--- src/verilog/capi_unroll_pkg.sv ---
// shared widths, skid-stage states and the beat-count helper
`default_nettype none

package capi_unroll_pkg;

   // default payload widths
   parameter int c_dwidth = 32;
   parameter int c_iwidth = 8;
   parameter int c_cwidth = 4;

   // skid stage occupancy
   // empty: nothing held
   // full: output register valid
   // skid: output and skid registers both valid
   typedef enum logic [1:0] {
      ST_EMPTY = 2'd0,
      ST_FULL  = 2'd1,
      ST_SKID  = 2'd2
   } burp_state_e;

   // number of beats for a count field, zero means 2^cwidth
   function automatic int unsigned beat_count(input int unsigned count,
                                              input int unsigned cwidth);
      int unsigned n;
      n = (count == 0) ? (32'd1 << cwidth) : count;
      return n;
   endfunction

endpackage

`default_nettype wire

--- src/verilog/base_primux.sv ---
// fixed priority valid/ready mux, highest numbered way wins
`timescale 1ns/100ps
`default_nettype none

module base_primux #(
   parameter int ways  = 2,
   parameter int width = 1
) (
   input  wire  [ways-1:0]       i_v,
   input  wire  [ways*width-1:0] i_d,
   output logic [ways-1:0]       i_r,
   output logic                  o_v,
   output logic [width-1:0]      o_d,
   input  wire                   o_r
);

   // one-hot of the chosen way
   logic [ways-1:0] sel_oh;

   // scan upward so the highest valid way overrides lower ones
   always_comb begin
      sel_oh = '0;
      o_d    = i_d[width-1:0];
      for (int k = 0; k < ways; k++) begin
         if (i_v[k]) begin
            sel_oh    = '0;
            sel_oh[k] = 1'b1;
            o_d       = i_d[k*width +: width];
         end
      end
   end

   // any valid way makes the output valid
   assign o_v = |i_v;

   // only the winner sees downstream ready
   // losers stall with their data held
   assign i_r = sel_oh & {ways{o_r}};

endmodule

`default_nettype wire

--- src/verilog/base_alatch_burp.sv ---
// registered valid/ready stage with a one-entry skid buffer
// upstream ready comes straight from the state register
`timescale 1ns/100ps
`default_nettype none

module base_alatch_burp #(
   parameter int width = 1
) (
   input  wire              clk,
   input  wire              i_rst_n,
   input  wire              i_v,
   input  wire [width-1:0]  i_d,
   output logic             i_r,
   output logic             o_v,
   output logic [width-1:0] o_d,
   input  wire              o_r
);

   capi_unroll_pkg::burp_state_e state;
   capi_unroll_pkg::burp_state_e state_nxt;

   // output register and skid register
   logic [width-1:0] out_q;
   logic [width-1:0] skid_q;

   // handshakes on each side
   logic in_xfer;
   logic out_xfer;

   assign in_xfer  = i_v & i_r;
   assign out_xfer = o_v & o_r;

   // ready drops only once the skid slot is taken
   assign i_r = (state != capi_unroll_pkg::ST_SKID);
   assign o_v = (state != capi_unroll_pkg::ST_EMPTY);
   assign o_d = out_q;

   always_comb begin
      state_nxt = state;
      case (state)
         capi_unroll_pkg::ST_EMPTY: begin
            if (in_xfer)
               state_nxt = capi_unroll_pkg::ST_FULL;
         end
         capi_unroll_pkg::ST_FULL: begin
            // new item while downstream stalls goes to skid
            if (in_xfer && !out_xfer)
               state_nxt = capi_unroll_pkg::ST_SKID;
            else if (!in_xfer && out_xfer)
               state_nxt = capi_unroll_pkg::ST_EMPTY;
         end
         capi_unroll_pkg::ST_SKID: begin
            // skid entry moves up when the head drains
            if (out_xfer)
               state_nxt = capi_unroll_pkg::ST_FULL;
         end
         default: begin
            state_nxt = capi_unroll_pkg::ST_EMPTY;
         end
      endcase
   end

   always_ff @(posedge clk or negedge i_rst_n) begin
      if (!i_rst_n) begin
         state <= capi_unroll_pkg::ST_EMPTY;
      end else begin
         state <= state_nxt;
      end
   end

   // payload path
   always_ff @(posedge clk) begin
      if (state == capi_unroll_pkg::ST_SKID) begin
         if (out_xfer)
            out_q <= skid_q;
      end else if (in_xfer) begin
         // head is free or leaving this cycle
         if (state == capi_unroll_pkg::ST_EMPTY || out_xfer)
            out_q <= i_d;
         else
            skid_q <= i_d;
      end
   end

endmodule

`default_nettype wire

--- src/verilog/capi_read_unroll_cnt.sv ---
// unroll core: merge remainder with new requests, fork to output and feedback
`timescale 1ns/100ps
`default_nettype none

module capi_read_unroll_cnt #(
   parameter int dwidth = 32,
   parameter int iwidth = 8,
   parameter int cwidth = 4
) (
   input  wire               clk,
   input  wire               i_rst_n,

   // request in
   input  wire               i_req_v,
   input  wire  [dwidth-1:0] i_req_d,
   input  wire  [iwidth-1:0] i_req_i,
   input  wire  [cwidth-1:0] i_req_c,
   output logic              o_req_r,

   // beats out
   output logic              o_beat_v,
   output logic [dwidth-1:0] o_beat_d,
   output logic [iwidth-1:0] o_beat_i,
   output logic              o_beat_s,
   output logic              o_beat_e,
   input  wire               i_beat_r
);

   // data, index and count packed together
   localparam int dic_width = dwidth + iwidth + cwidth;

   // feedback stage output
   logic                 fb_v;
   logic                 fb_r;
   logic [dic_width-1:0] fb_dic;

   // merged beat
   logic                 s1_v;
   logic                 s1_r;
   logic [dwidth-1:0]    s1_d;
   logic [iwidth-1:0]    s1_i;
   logic [cwidth-1:0]    s1_c;
   logic                 s1_s;
   logic                 s1_e;
   logic [iwidth-1:0]    s1_ni;
   logic [cwidth-1:0]    s1_nc;
   logic [1:0]           arb_r;

   // fork sides, a toward the filter, b toward the output
   logic                 s1a_v;
   logic                 s1a_r;
   logic                 s1b_v;
   logic                 s1b_r;
   // filter output into the feedback stage
   logic                 s1c_v;
   logic                 s1c_r;

   logic [dwidth+iwidth+1:0] beat_q;

   // way 1 is the remainder, so it beats a new request
   // low data bit is the first flag, set only for new requests
   base_primux #(
      .ways  (2),
      .width (dic_width + 1)
   ) iarb1 (
      .i_v ({fb_v, i_req_v}),
      .i_d ({fb_dic, 1'b0, i_req_d, i_req_i, i_req_c, 1'b1}),
      .i_r (arb_r),
      .o_v (s1_v),
      .o_d ({s1_d, s1_i, s1_c, s1_s}),
      .o_r (s1_r)
   );

   assign fb_r    = arb_r[1];
   assign o_req_r = arb_r[0];

   // last beat when one beat remains
   assign s1_e  = (capi_unroll_pkg::beat_count(32'(s1_c), cwidth) == 1);
   // remainder moves one index on with one beat fewer
   // index wraps naturally at iwidth
   assign s1_ni = s1_i + iwidth'(1);
   assign s1_nc = s1_c - cwidth'(1);

   // fork: each side only fires when the other can take it too
   assign s1a_v = s1_v & s1b_r;
   assign s1b_v = s1_v & s1a_r;
   assign s1_r  = s1a_r & s1b_r;

   // filter drops the feedback copy of the last beat
   // and never blocks it
   assign s1c_v = s1a_v & ~s1_e;
   assign s1a_r = s1_e | s1c_r;

   base_alatch_burp #(
      .width (dic_width)
   ) ifdback (
      .clk     (clk),
      .i_rst_n (i_rst_n),
      .i_v     (s1c_v),
      .i_d     ({s1_d, s1_ni, s1_nc}),
      .i_r     (s1c_r),
      .o_v     (fb_v),
      .o_d     (fb_dic),
      .o_r     (fb_r)
   );

   // output register, one cycle after the merge
   base_alatch_burp #(
      .width (dwidth + iwidth + 2)
   ) iout (
      .clk     (clk),
      .i_rst_n (i_rst_n),
      .i_v     (s1b_v),
      .i_d     ({s1_d, s1_i, s1_e, s1_s}),
      .i_r     (s1b_r),
      .o_v     (o_beat_v),
      .o_d     (beat_q),
      .o_r     (i_beat_r)
   );

   assign o_beat_d = beat_q[dwidth+iwidth+1 -: dwidth];
   assign o_beat_i = beat_q[iwidth+1 -: iwidth];
   assign o_beat_e = beat_q[1];
   assign o_beat_s = beat_q[0];

endmodule

`default_nettype wire

--- src/verilog/capi_read_unroll.sv ---
// read-response unroller top: input skid stage in front of the unroll core
`timescale 1ns/100ps
`default_nettype none

module capi_read_unroll #(
   parameter int dwidth = capi_unroll_pkg::c_dwidth,
   parameter int iwidth = capi_unroll_pkg::c_iwidth,
   parameter int cwidth = capi_unroll_pkg::c_cwidth
) (
   input  wire               clk,
   input  wire               i_rst_n,

   input  wire               i_req_v,
   input  wire  [dwidth-1:0] i_req_d,
   input  wire  [iwidth-1:0] i_req_i,
   input  wire  [cwidth-1:0] i_req_c,
   output logic              o_req_r,

   output logic              o_beat_v,
   output logic [dwidth-1:0] o_beat_d,
   output logic [iwidth-1:0] o_beat_i,
   output logic              o_beat_s,
   output logic              o_beat_e,
   input  wire               i_beat_r
);

   // registered request toward the core
   logic                     req_v;
   logic                     req_r;
   logic [dwidth-1:0]        req_d;
   logic [iwidth-1:0]        req_i;
   logic [cwidth-1:0]        req_c;

   // keeps o_req_r off the core's combinational arbitration
   base_alatch_burp #(
      .width (dwidth + iwidth + cwidth)
   ) iin (
      .clk     (clk),
      .i_rst_n (i_rst_n),
      .i_v     (i_req_v),
      .i_d     ({i_req_d, i_req_i, i_req_c}),
      .i_r     (o_req_r),
      .o_v     (req_v),
      .o_d     ({req_d, req_i, req_c}),
      .o_r     (req_r)
   );

   capi_read_unroll_cnt #(
      .dwidth (dwidth),
      .iwidth (iwidth),
      .cwidth (cwidth)
   ) iunroll (
      .clk      (clk),
      .i_rst_n  (i_rst_n),
      .i_req_v  (req_v),
      .i_req_d  (req_d),
      .i_req_i  (req_i),
      .i_req_c  (req_c),
      .o_req_r  (req_r),
      .o_beat_v (o_beat_v),
      .o_beat_d (o_beat_d),
      .o_beat_i (o_beat_i),
      .o_beat_s (o_beat_s),
      .o_beat_e (o_beat_e),
      .i_beat_r (i_beat_r)
   );

endmodule

`default_nettype wire

--- config.mk ---
export PLATFORM = sky130hd
export DESIGN_NAME = capi_read_unroll
export DESIGN_NICKNAME = d
export VERILOG_FILES = /design/src/verilog/capi_unroll_pkg.sv /design/src/verilog/base_primux.sv /design/src/verilog/base_alatch_burp.sv /design/src/verilog/capi_read_unroll_cnt.sv /design/src/verilog/capi_read_unroll.sv
export SDC_FILE = /design/constraint.sdc
export NUM_CORES = 1
export LEC_CHECK = 0
export BUFFER_PORTS_ARGS = -buffer_cell sky130_fd_sc_hd__buf_2
export CAP_MARGIN = 20
export CORE_MARGIN = 1.5
export CORE_UTILIZATION = 54
export CTS_CLUSTER_SIZE = 8
export DETAILED_ROUTE_END_ITERATION = 12
export HOLD_SLACK_MARGIN = 0.08
export PLACE_DENSITY = 0.72
export RECOVER_POWER = 100
export SYNTH_ARGS = -nofsm -noshare
export SYNTH_HDL_FRONTEND = slang
export SYNTH_HIERARCHICAL = 1
export SYNTH_SLANG_ARGS = --single-unit
--- constraint.sdc ---
create_clock -name clk -period 5.8 [get_ports clk]
set_input_delay 0 -clock clk [delete_from_list [all_inputs] [get_ports clk]]
set_output_delay 0 -clock clk [all_outputs]
set_load 0.02 [all_outputs]
======== Yosys cells after proc, flatten, opt, wreduce, memory -nomap -nowiden ========
Cells that the tools add are included.
cells by class
  mux-type cells .......................... 31
  reductions and logical operators ........ 38
  bitwise operators ....................... 19
  eq/ne operators ......................... 19
  add/subtract/negate cells ............... 2
operators by type and width
  kind                                                                     number
  44-bit two-way mux                                                       8
  42-bit two-way mux                                                       4
  45-bit two-way mux                                                       1
  32-bit by 1-bit equality test with 1-bit output (second input constant)  1
  3-bit AND reduction                                                      9
  2-bit two-way mux                                                        13
  2-bit one-hot mux with 3 select lines                                    3
  2-bit nonzero test                                                       9
  2-bit != test (second input constant)                                    7
  1-bit AND                                                                10
  8-bit by 1-bit adder with 8-bit output (second input constant)           1
  1-bit inverter                                                           7
  2-bit by 1-bit equality test with 1-bit output (second input constant)   3
  2-bit equality test (second input constant)                              3
  1-bit logical AND                                                        6
  1-bit zero test                                                          6
  2-bit zero test                                                          3
  3-bit != test (second input constant)                                    2
  5-bit two-way mux                                                        1
  4-bit zero test                                                          1
  2-bit by 1-bit != test with 1-bit output (second input constant)         2
  4-bit by 1-bit subtractor with 4-bit output (second input constant)      1
  1-bit logical OR                                                         3
  3-bit by 1-bit != test with 1-bit output (second input constant)         1
  other kinds (4)                                                          4
word-level totals
  output and inout port bits .............. 44
  logic and storage cells ................. 118
  input port bits ......................... 48
  bits in registers ....................... 266

======== Longest topological paths before layout ========
  depth in word-level cells ............... 13
  mapped depth ............................ 13
  gate-level depth less buffers ........... 12

======== By module ========
Netlist, hierarchy kept.
by module, submodules not included
  module                            instances  sequential area each (µm²)  area an instance (µm²)  cells each
  base_alatch_burp at iin ...       2          2692.6                      3522.1                  154
  base_alatch_burp at iunroll.iout  1          2572.5                      3379.5                  148
  base_primux                       1          0.0                         635.6                   53
  capi_read_unroll_cnt              1          0.0                         242.7                   33

======== Least setup slack after synthesis ========
Ideal clock, no wire load.
  path type ............................... reg-to-reg
  start point ............................. register iunroll.ifdback.state[0]
  end point ............................... register iin.out_q[0], in the netlist iin/o_d[0], enable pin
  arrival ................................. 5.315 ns
  buffers on the path ..................... 1
  cell stages (with the launch flop) ...... 12
  slack ................................... -0.022 ns
  data required time ...................... 5.294 ns
  clock period less this slack ............ 5.822 ns
  setup time .............................. 0.506 ns
  cell sequence ........................... dfrtp_1 > or2_2 > buf_6 > mux2_2 > inv_1 > ha_1 > nor4b_4 > nor2_1 > nor2b_1 > and3b_1 > mux2i_1 > o21ai_0
between the ends
  word-level cells in the longest chain between the ends .. 12
  elaborated cells between the ends (all ways) .. 15
  those cells by class .................... 3 x eq/ne; 3 x mux; 4 x bitwise; 5 x reduce/logical
ends and longest elaborated chain
  item                                                 RTL line                    source
  start, declared                                      base_alatch_burp.sv:19      capi_unroll_pkg::burp_state_e state;
  start signal, assigned                               base_alatch_burp.sv:65      state <= capi_unroll_pkg::ST_EMPTY;
  start signal, assigned                               base_alatch_burp.sv:67      state <= state_nxt;
  2-bit nonzero test (*)                               base_alatch_burp.sv:35      assign o_v = (state != capi_unroll_pkg::ST_EMPTY);
  via iunroll.fb_v                                     capi_read_unroll_cnt.sv:33  logic fb_v;
  45-bit two-way mux (*)                               base_primux.sv:25           if (i_v[k]) begin
  via iunroll.s1_c[0]                                  capi_read_unroll_cnt.sv:42  logic [cwidth-1:0] s1_c;
  4-bit zero test                                      capi_unroll_pkg.sv:25       n = (count == 0) ? (32'd1 << cwidth) : count;
  5-bit two-way mux (*)                                capi_unroll_pkg.sv:25
  32-bit by 1-bit equality test with 1-bit output (*)  capi_read_unroll_cnt.sv:78  assign s1_e = (capi_unroll_pkg::beat_count(32'(s1_c), cwidth) == 1);
  via iunroll.s1_e                                     capi_read_unroll_cnt.sv:44  logic s1_e;
  1-bit bitwise OR (*)                                 capi_read_unroll_cnt.sv:92  assign s1a_r = s1_e | s1c_r;
  1-bit AND (*)                                        capi_read_unroll_cnt.sv:87  assign s1_r = s1a_r & s1b_r;
  via iunroll.s1_r                                     capi_read_unroll_cnt.sv:39  logic s1_r;
  2-bit AND (*)                                        base_primux.sv:38           assign i_r = sel_oh & {ways{o_r}};
  via req_r                                            capi_read_unroll.sv:29      logic req_r;
  1-bit AND (*)                                        base_alatch_burp.sv:31      assign out_xfer = o_v & o_r;
  1-bit logical OR                                     base_alatch_burp.sv:78      if (state == capi_unroll_pkg::ST_EMPTY || out_xfer)
  2-bit nonzero test (no source line)                  n/a
  3-bit AND reduction (no source line) (*)             n/a
  end signal, assigned                                 base_alatch_burp.sv:75      out_q <= skid_q;
  end signal, assigned                                 base_alatch_burp.sv:79      out_q <= i_d;
  end, declared                                        base_alatch_burp.sv:23      logic [width-1:0] out_q;
The timed path passes the listed nets; every way through them passes the cells marked *.
A chain may end at the register's enable or synchronous reset.

======== Worst setup path in the final report ========
  start point ............................. register iunroll.ifdback.state[0]
  end point ............................... register iin.skid_q[2], enable pin
between the ends
  word-level cells in the longest chain between the ends .. 12
  elaborated cells between the ends (all ways) .. 14
  those cells by class .................... 2 x eq/ne; 3 x mux; 5 x bitwise; 4 x reduce/logical
ends and longest elaborated chain
  item                                                 RTL line                    source
  2-bit nonzero test (*)                               base_alatch_burp.sv:35
  via iunroll.fb_v                                     capi_read_unroll_cnt.sv:33
  45-bit two-way mux (*)                               base_primux.sv:25
  via iunroll.s1_c[0]                                  capi_read_unroll_cnt.sv:42
  4-bit zero test                                      capi_unroll_pkg.sv:25
  5-bit two-way mux (*)                                capi_unroll_pkg.sv:25
  32-bit by 1-bit equality test with 1-bit output (*)  capi_read_unroll_cnt.sv:78
  via iunroll.s1_e                                     capi_read_unroll_cnt.sv:44
  1-bit bitwise OR (*)                                 capi_read_unroll_cnt.sv:92
  1-bit AND (*)                                        capi_read_unroll_cnt.sv:87
  via iunroll.s1_r                                     capi_read_unroll_cnt.sv:39
  2-bit AND (*)                                        base_primux.sv:38
  via req_r                                            capi_read_unroll.sv:29
  1-bit AND (*)                                        base_alatch_burp.sv:31
  1-bit logical OR (*)                                 base_alatch_burp.sv:78
  1-bit inverter (no source line) (*)                  n/a
  3-bit AND reduction (no source line) (*)             n/a
  end signal, assigned                                 base_alatch_burp.sv:81      skid_q <= i_d;
  end, declared                                        base_alatch_burp.sv:24      logic [width-1:0] skid_q;
Marks and branches as above.

==> results.txt <==
core box area - 0.0204 mm2
initial core utilization - 0.555
share of cells above drive strength 1 - 0.148
Ports - 92
die width - 148 um
vias in the first global route - 5648
max_cap viols - 4
CP endpoint kind - register
Worst-path clk slew - 50 ps
yosys warns - 6
Crit path max-delay family - simple AND/OR/NAND/NOR gates
CTS tree - built
die height - 148 um
WS Path Type - reg2reg
Most common cell on crit path - nor2_1
Synth Register Bits - 266
Slowest cell on crit path - nor2_1
CP max FO - 30
crit path cell chain - or2_0, mux2_1, inv_1, ha_1, nor4b_4, nor2_1, nor2b_1, and3b_1, nor2_1, buf_4
final hold violation count - 0
syn_nets - 597
Port Buffers - 91
Cells after Synth - 542
grt ovf - 0
# clock sinks - 266
crit path DAT - 4930 ps
Setup Viol. Count Final - 0
via count - 5219
most common cell after layout, fill and taps aside - edfxtp_1
setup TNS - 0 ps
period utilisation layout - 0.827
Req. time, crit path - 5940 ps
LEAKAGE - 4.41 nW
multiplexer share of the synthesized area - 0.223
gpl congestion - 0.736
fin util - 0.632
main combinational cell family by area after synthesis - multiplexers
largest net degree at the start of global routing - 46
die area - 0.0218 mm2
GRT Resource Usage Total - 0.183
worst min path class - in2reg
fin nets - 767
Buf/Inv on CP - 2
commonest cells after routing, fill and taps aside - edfxtp_1, mux2_1, clkbuf_1, dlygate4sd3_1, clkbuf_16
Post-Route WL - 19.3 mm
latest clock arrival within the worst-skew pair - 510 ps
drt first-iter violations - 282
Final Max Tran Viols - 65
Worst Slack Setup Final - 1000 ps
antenna-violating nets left - 0
first-pass GRT wire length - 30.5 mm
CP peak stage delay - 1170 ps
Synth cell types - 31
Setup WS pre-CTS - 1660 ps
initial antenna violation count - 0
final hold slack - 206 ps
Seq/Total Area, Yosys - 0.704
wire per inst - 19.4 um
DRC violation count after routing - 0
HPWL Detailed - 11.8 mm
drt pass-1 iters - 4
min Tclk post-route - 4800 ps
Area growth, synth to finish - 13.8%
Synth Area in Simple Gates - 0.0224
CTS resizes - 0
CTS Root Cell - clkbuf_16
RSZ-0062 raised after global routing - no
compound-gate portion of the synthesized area - 0.00531
number of CTS-inserted buffers - 39
Placement Rows - 52
XOR/XNOR Fraction of Synth Area - 0.00620
Ant. Diodes - 0
violated checks - capacitance limit, slew limit
Worst-Margin Slew - 2260 ps
average size of a mapped cell - 20.9 um2
fmax - 209 MHz
H-tree level count - 2
pwr dens - 629 mW/mm2
relative slew slack - -0.510
Synth Area in Adders - 0.00775
crit path launch type - register
outcome - finished with violations
Max IR drop VDD - 289 uV
Mapped Area - 0.0113 mm2
clock skew - 23.0 ps
clk buf depth - 3
number of vias per cell - 5.23
-- cells in the mapped netlist, drive strengths merged --
library cell,instances,area [um2]
nor2b,5,38.8
nand2,12,45.0
ha,7,87.6
buf,20,318
or2,4,25.0
xnor2,3,26.3
nand3b,3,22.5
xor2,5,43.8
mux2i,6,60.1
nand3,3,20.0
conb,2,7.51
o21ai,3,15.0
nor4b,1,23.8
and2,4,25.0
nor3,2,15.0
inv,7,26.3
nor2,6,22.5
and3b,1,8.76
dfrtp,6,150
o22ai,3,18.8
edfxtp,260,7810
and3,1,6.26
mux2,175,2460
o2bb2ai,3,26.3
-- path summary, 6_finish.rpt --
check                                                           from                                end  slack (ps)  cells past startpoint
worst max-delay path            iunroll/ifdback/state[0]$_DFFE_PN0P_            iin/skid_q[2]$_DFFE_PP_        1000                     10
worst min-delay path                                      i_req_d[5]           iin/skid_q[17]$_DFFE_PP_         210                      2
worst max register to register  iunroll/ifdback/state[0]$_DFFE_PN0P_            iin/skid_q[2]$_DFFE_PP_        1000                     10
worst min register to register      iunroll/iout/skid_q[0]$_DFFE_PP_      iunroll/iout/o_d[0]$_DFFE_PP_         520                      1
max in group asynchronous                                    i_rst_n           iin/state[0]$_DFFE_PN0P_        5000                      3
min in group asynchronous                                    i_rst_n  iunroll/iout/state[0]$_DFFE_PN0P_         530                      3
-- state kept, by name, summed over array words and instances, names as in the netlist --
register / count
iin/skid_q: 44
iunroll/ifdback/skid_q: 44
iunroll/ifdback/o_d: 44
iunroll/iout/o_d: 42
iin/state: 2
iunroll/iout/skid_q: 42
iin/o_d: 44
iunroll/ifdback/state: 2
iunroll/iout/state: 2
-- where the power goes --
| group | total [W] | leakage (nW) | switching [W] | internal (W) |
|---|---|---|---|---|
| sequential | 0.00373 | 2.55 | 0.000240 | 0.00349 |
| combinational | 0.00238 | 1.33 | 0.00157 | 0.000812 |
| clock | 0.00198 | 0.525 | 0.000729 | 0.00125 |
-- metal layers --
metal  GRT usage  part of all wire
met3      0.0383             0.039
met4      0.0530             0.015
met1       0.238              0.45
met5           0                 0
met2       0.313              0.50
-- logic make-up (layout without fill, tap and decap cells) --
| group | count (synthesis) | after routing |
|---|---|---|
| fa+ha+maj | 7 | 7 |
| xor+xnor | 8 | 8 |
| simple gates | 42 | 42 |
| compound gates | 9 | 9 |
| flops | 266 | 266 |
| mux | 181 | 181 |
| other cells | 2 | 2 |
| buf+inv | 27 | 213 |
-- worst reg2reg max path, cell delays in order, from the launching register on --
cell and delay [ps]:
dfrtp_1 510, or2_0 800, mux2_1 440, inv_1 130
ha_1 210, nor4b_4 70, nor2_1 160, nor2b_1 80
and3b_1 250, nor2_1 1170, buf_4 600
-- stage by stage --
stage,std cells,total power [W],cell area (um2)
2_1_floorplan,542,0.00607,11300
3_3_place_gp,893,0.00664,11900
3_5_place_dp,893,0.00678,11900
4_1_cts,998,0.00882,13500
5_1_grt,998,0.00852,12900
6_report,998,0.00809,12900
-- what timing repair did --
item,CTS,global route
hold buffers,48,0
hold endpoints to repair,128,0
buffers inserted,0,0
-- area by class of cell --
type	count	area (um2)
inverter	7	26.3
clock buffer	54	1050
clock inverter	3	33.8
tap	270	338
multi-input combinational	249	2560
fill	1541	7500
timing repair buffer	149	898
sequential	266	7960
Power figures use the tool's default switching activity.
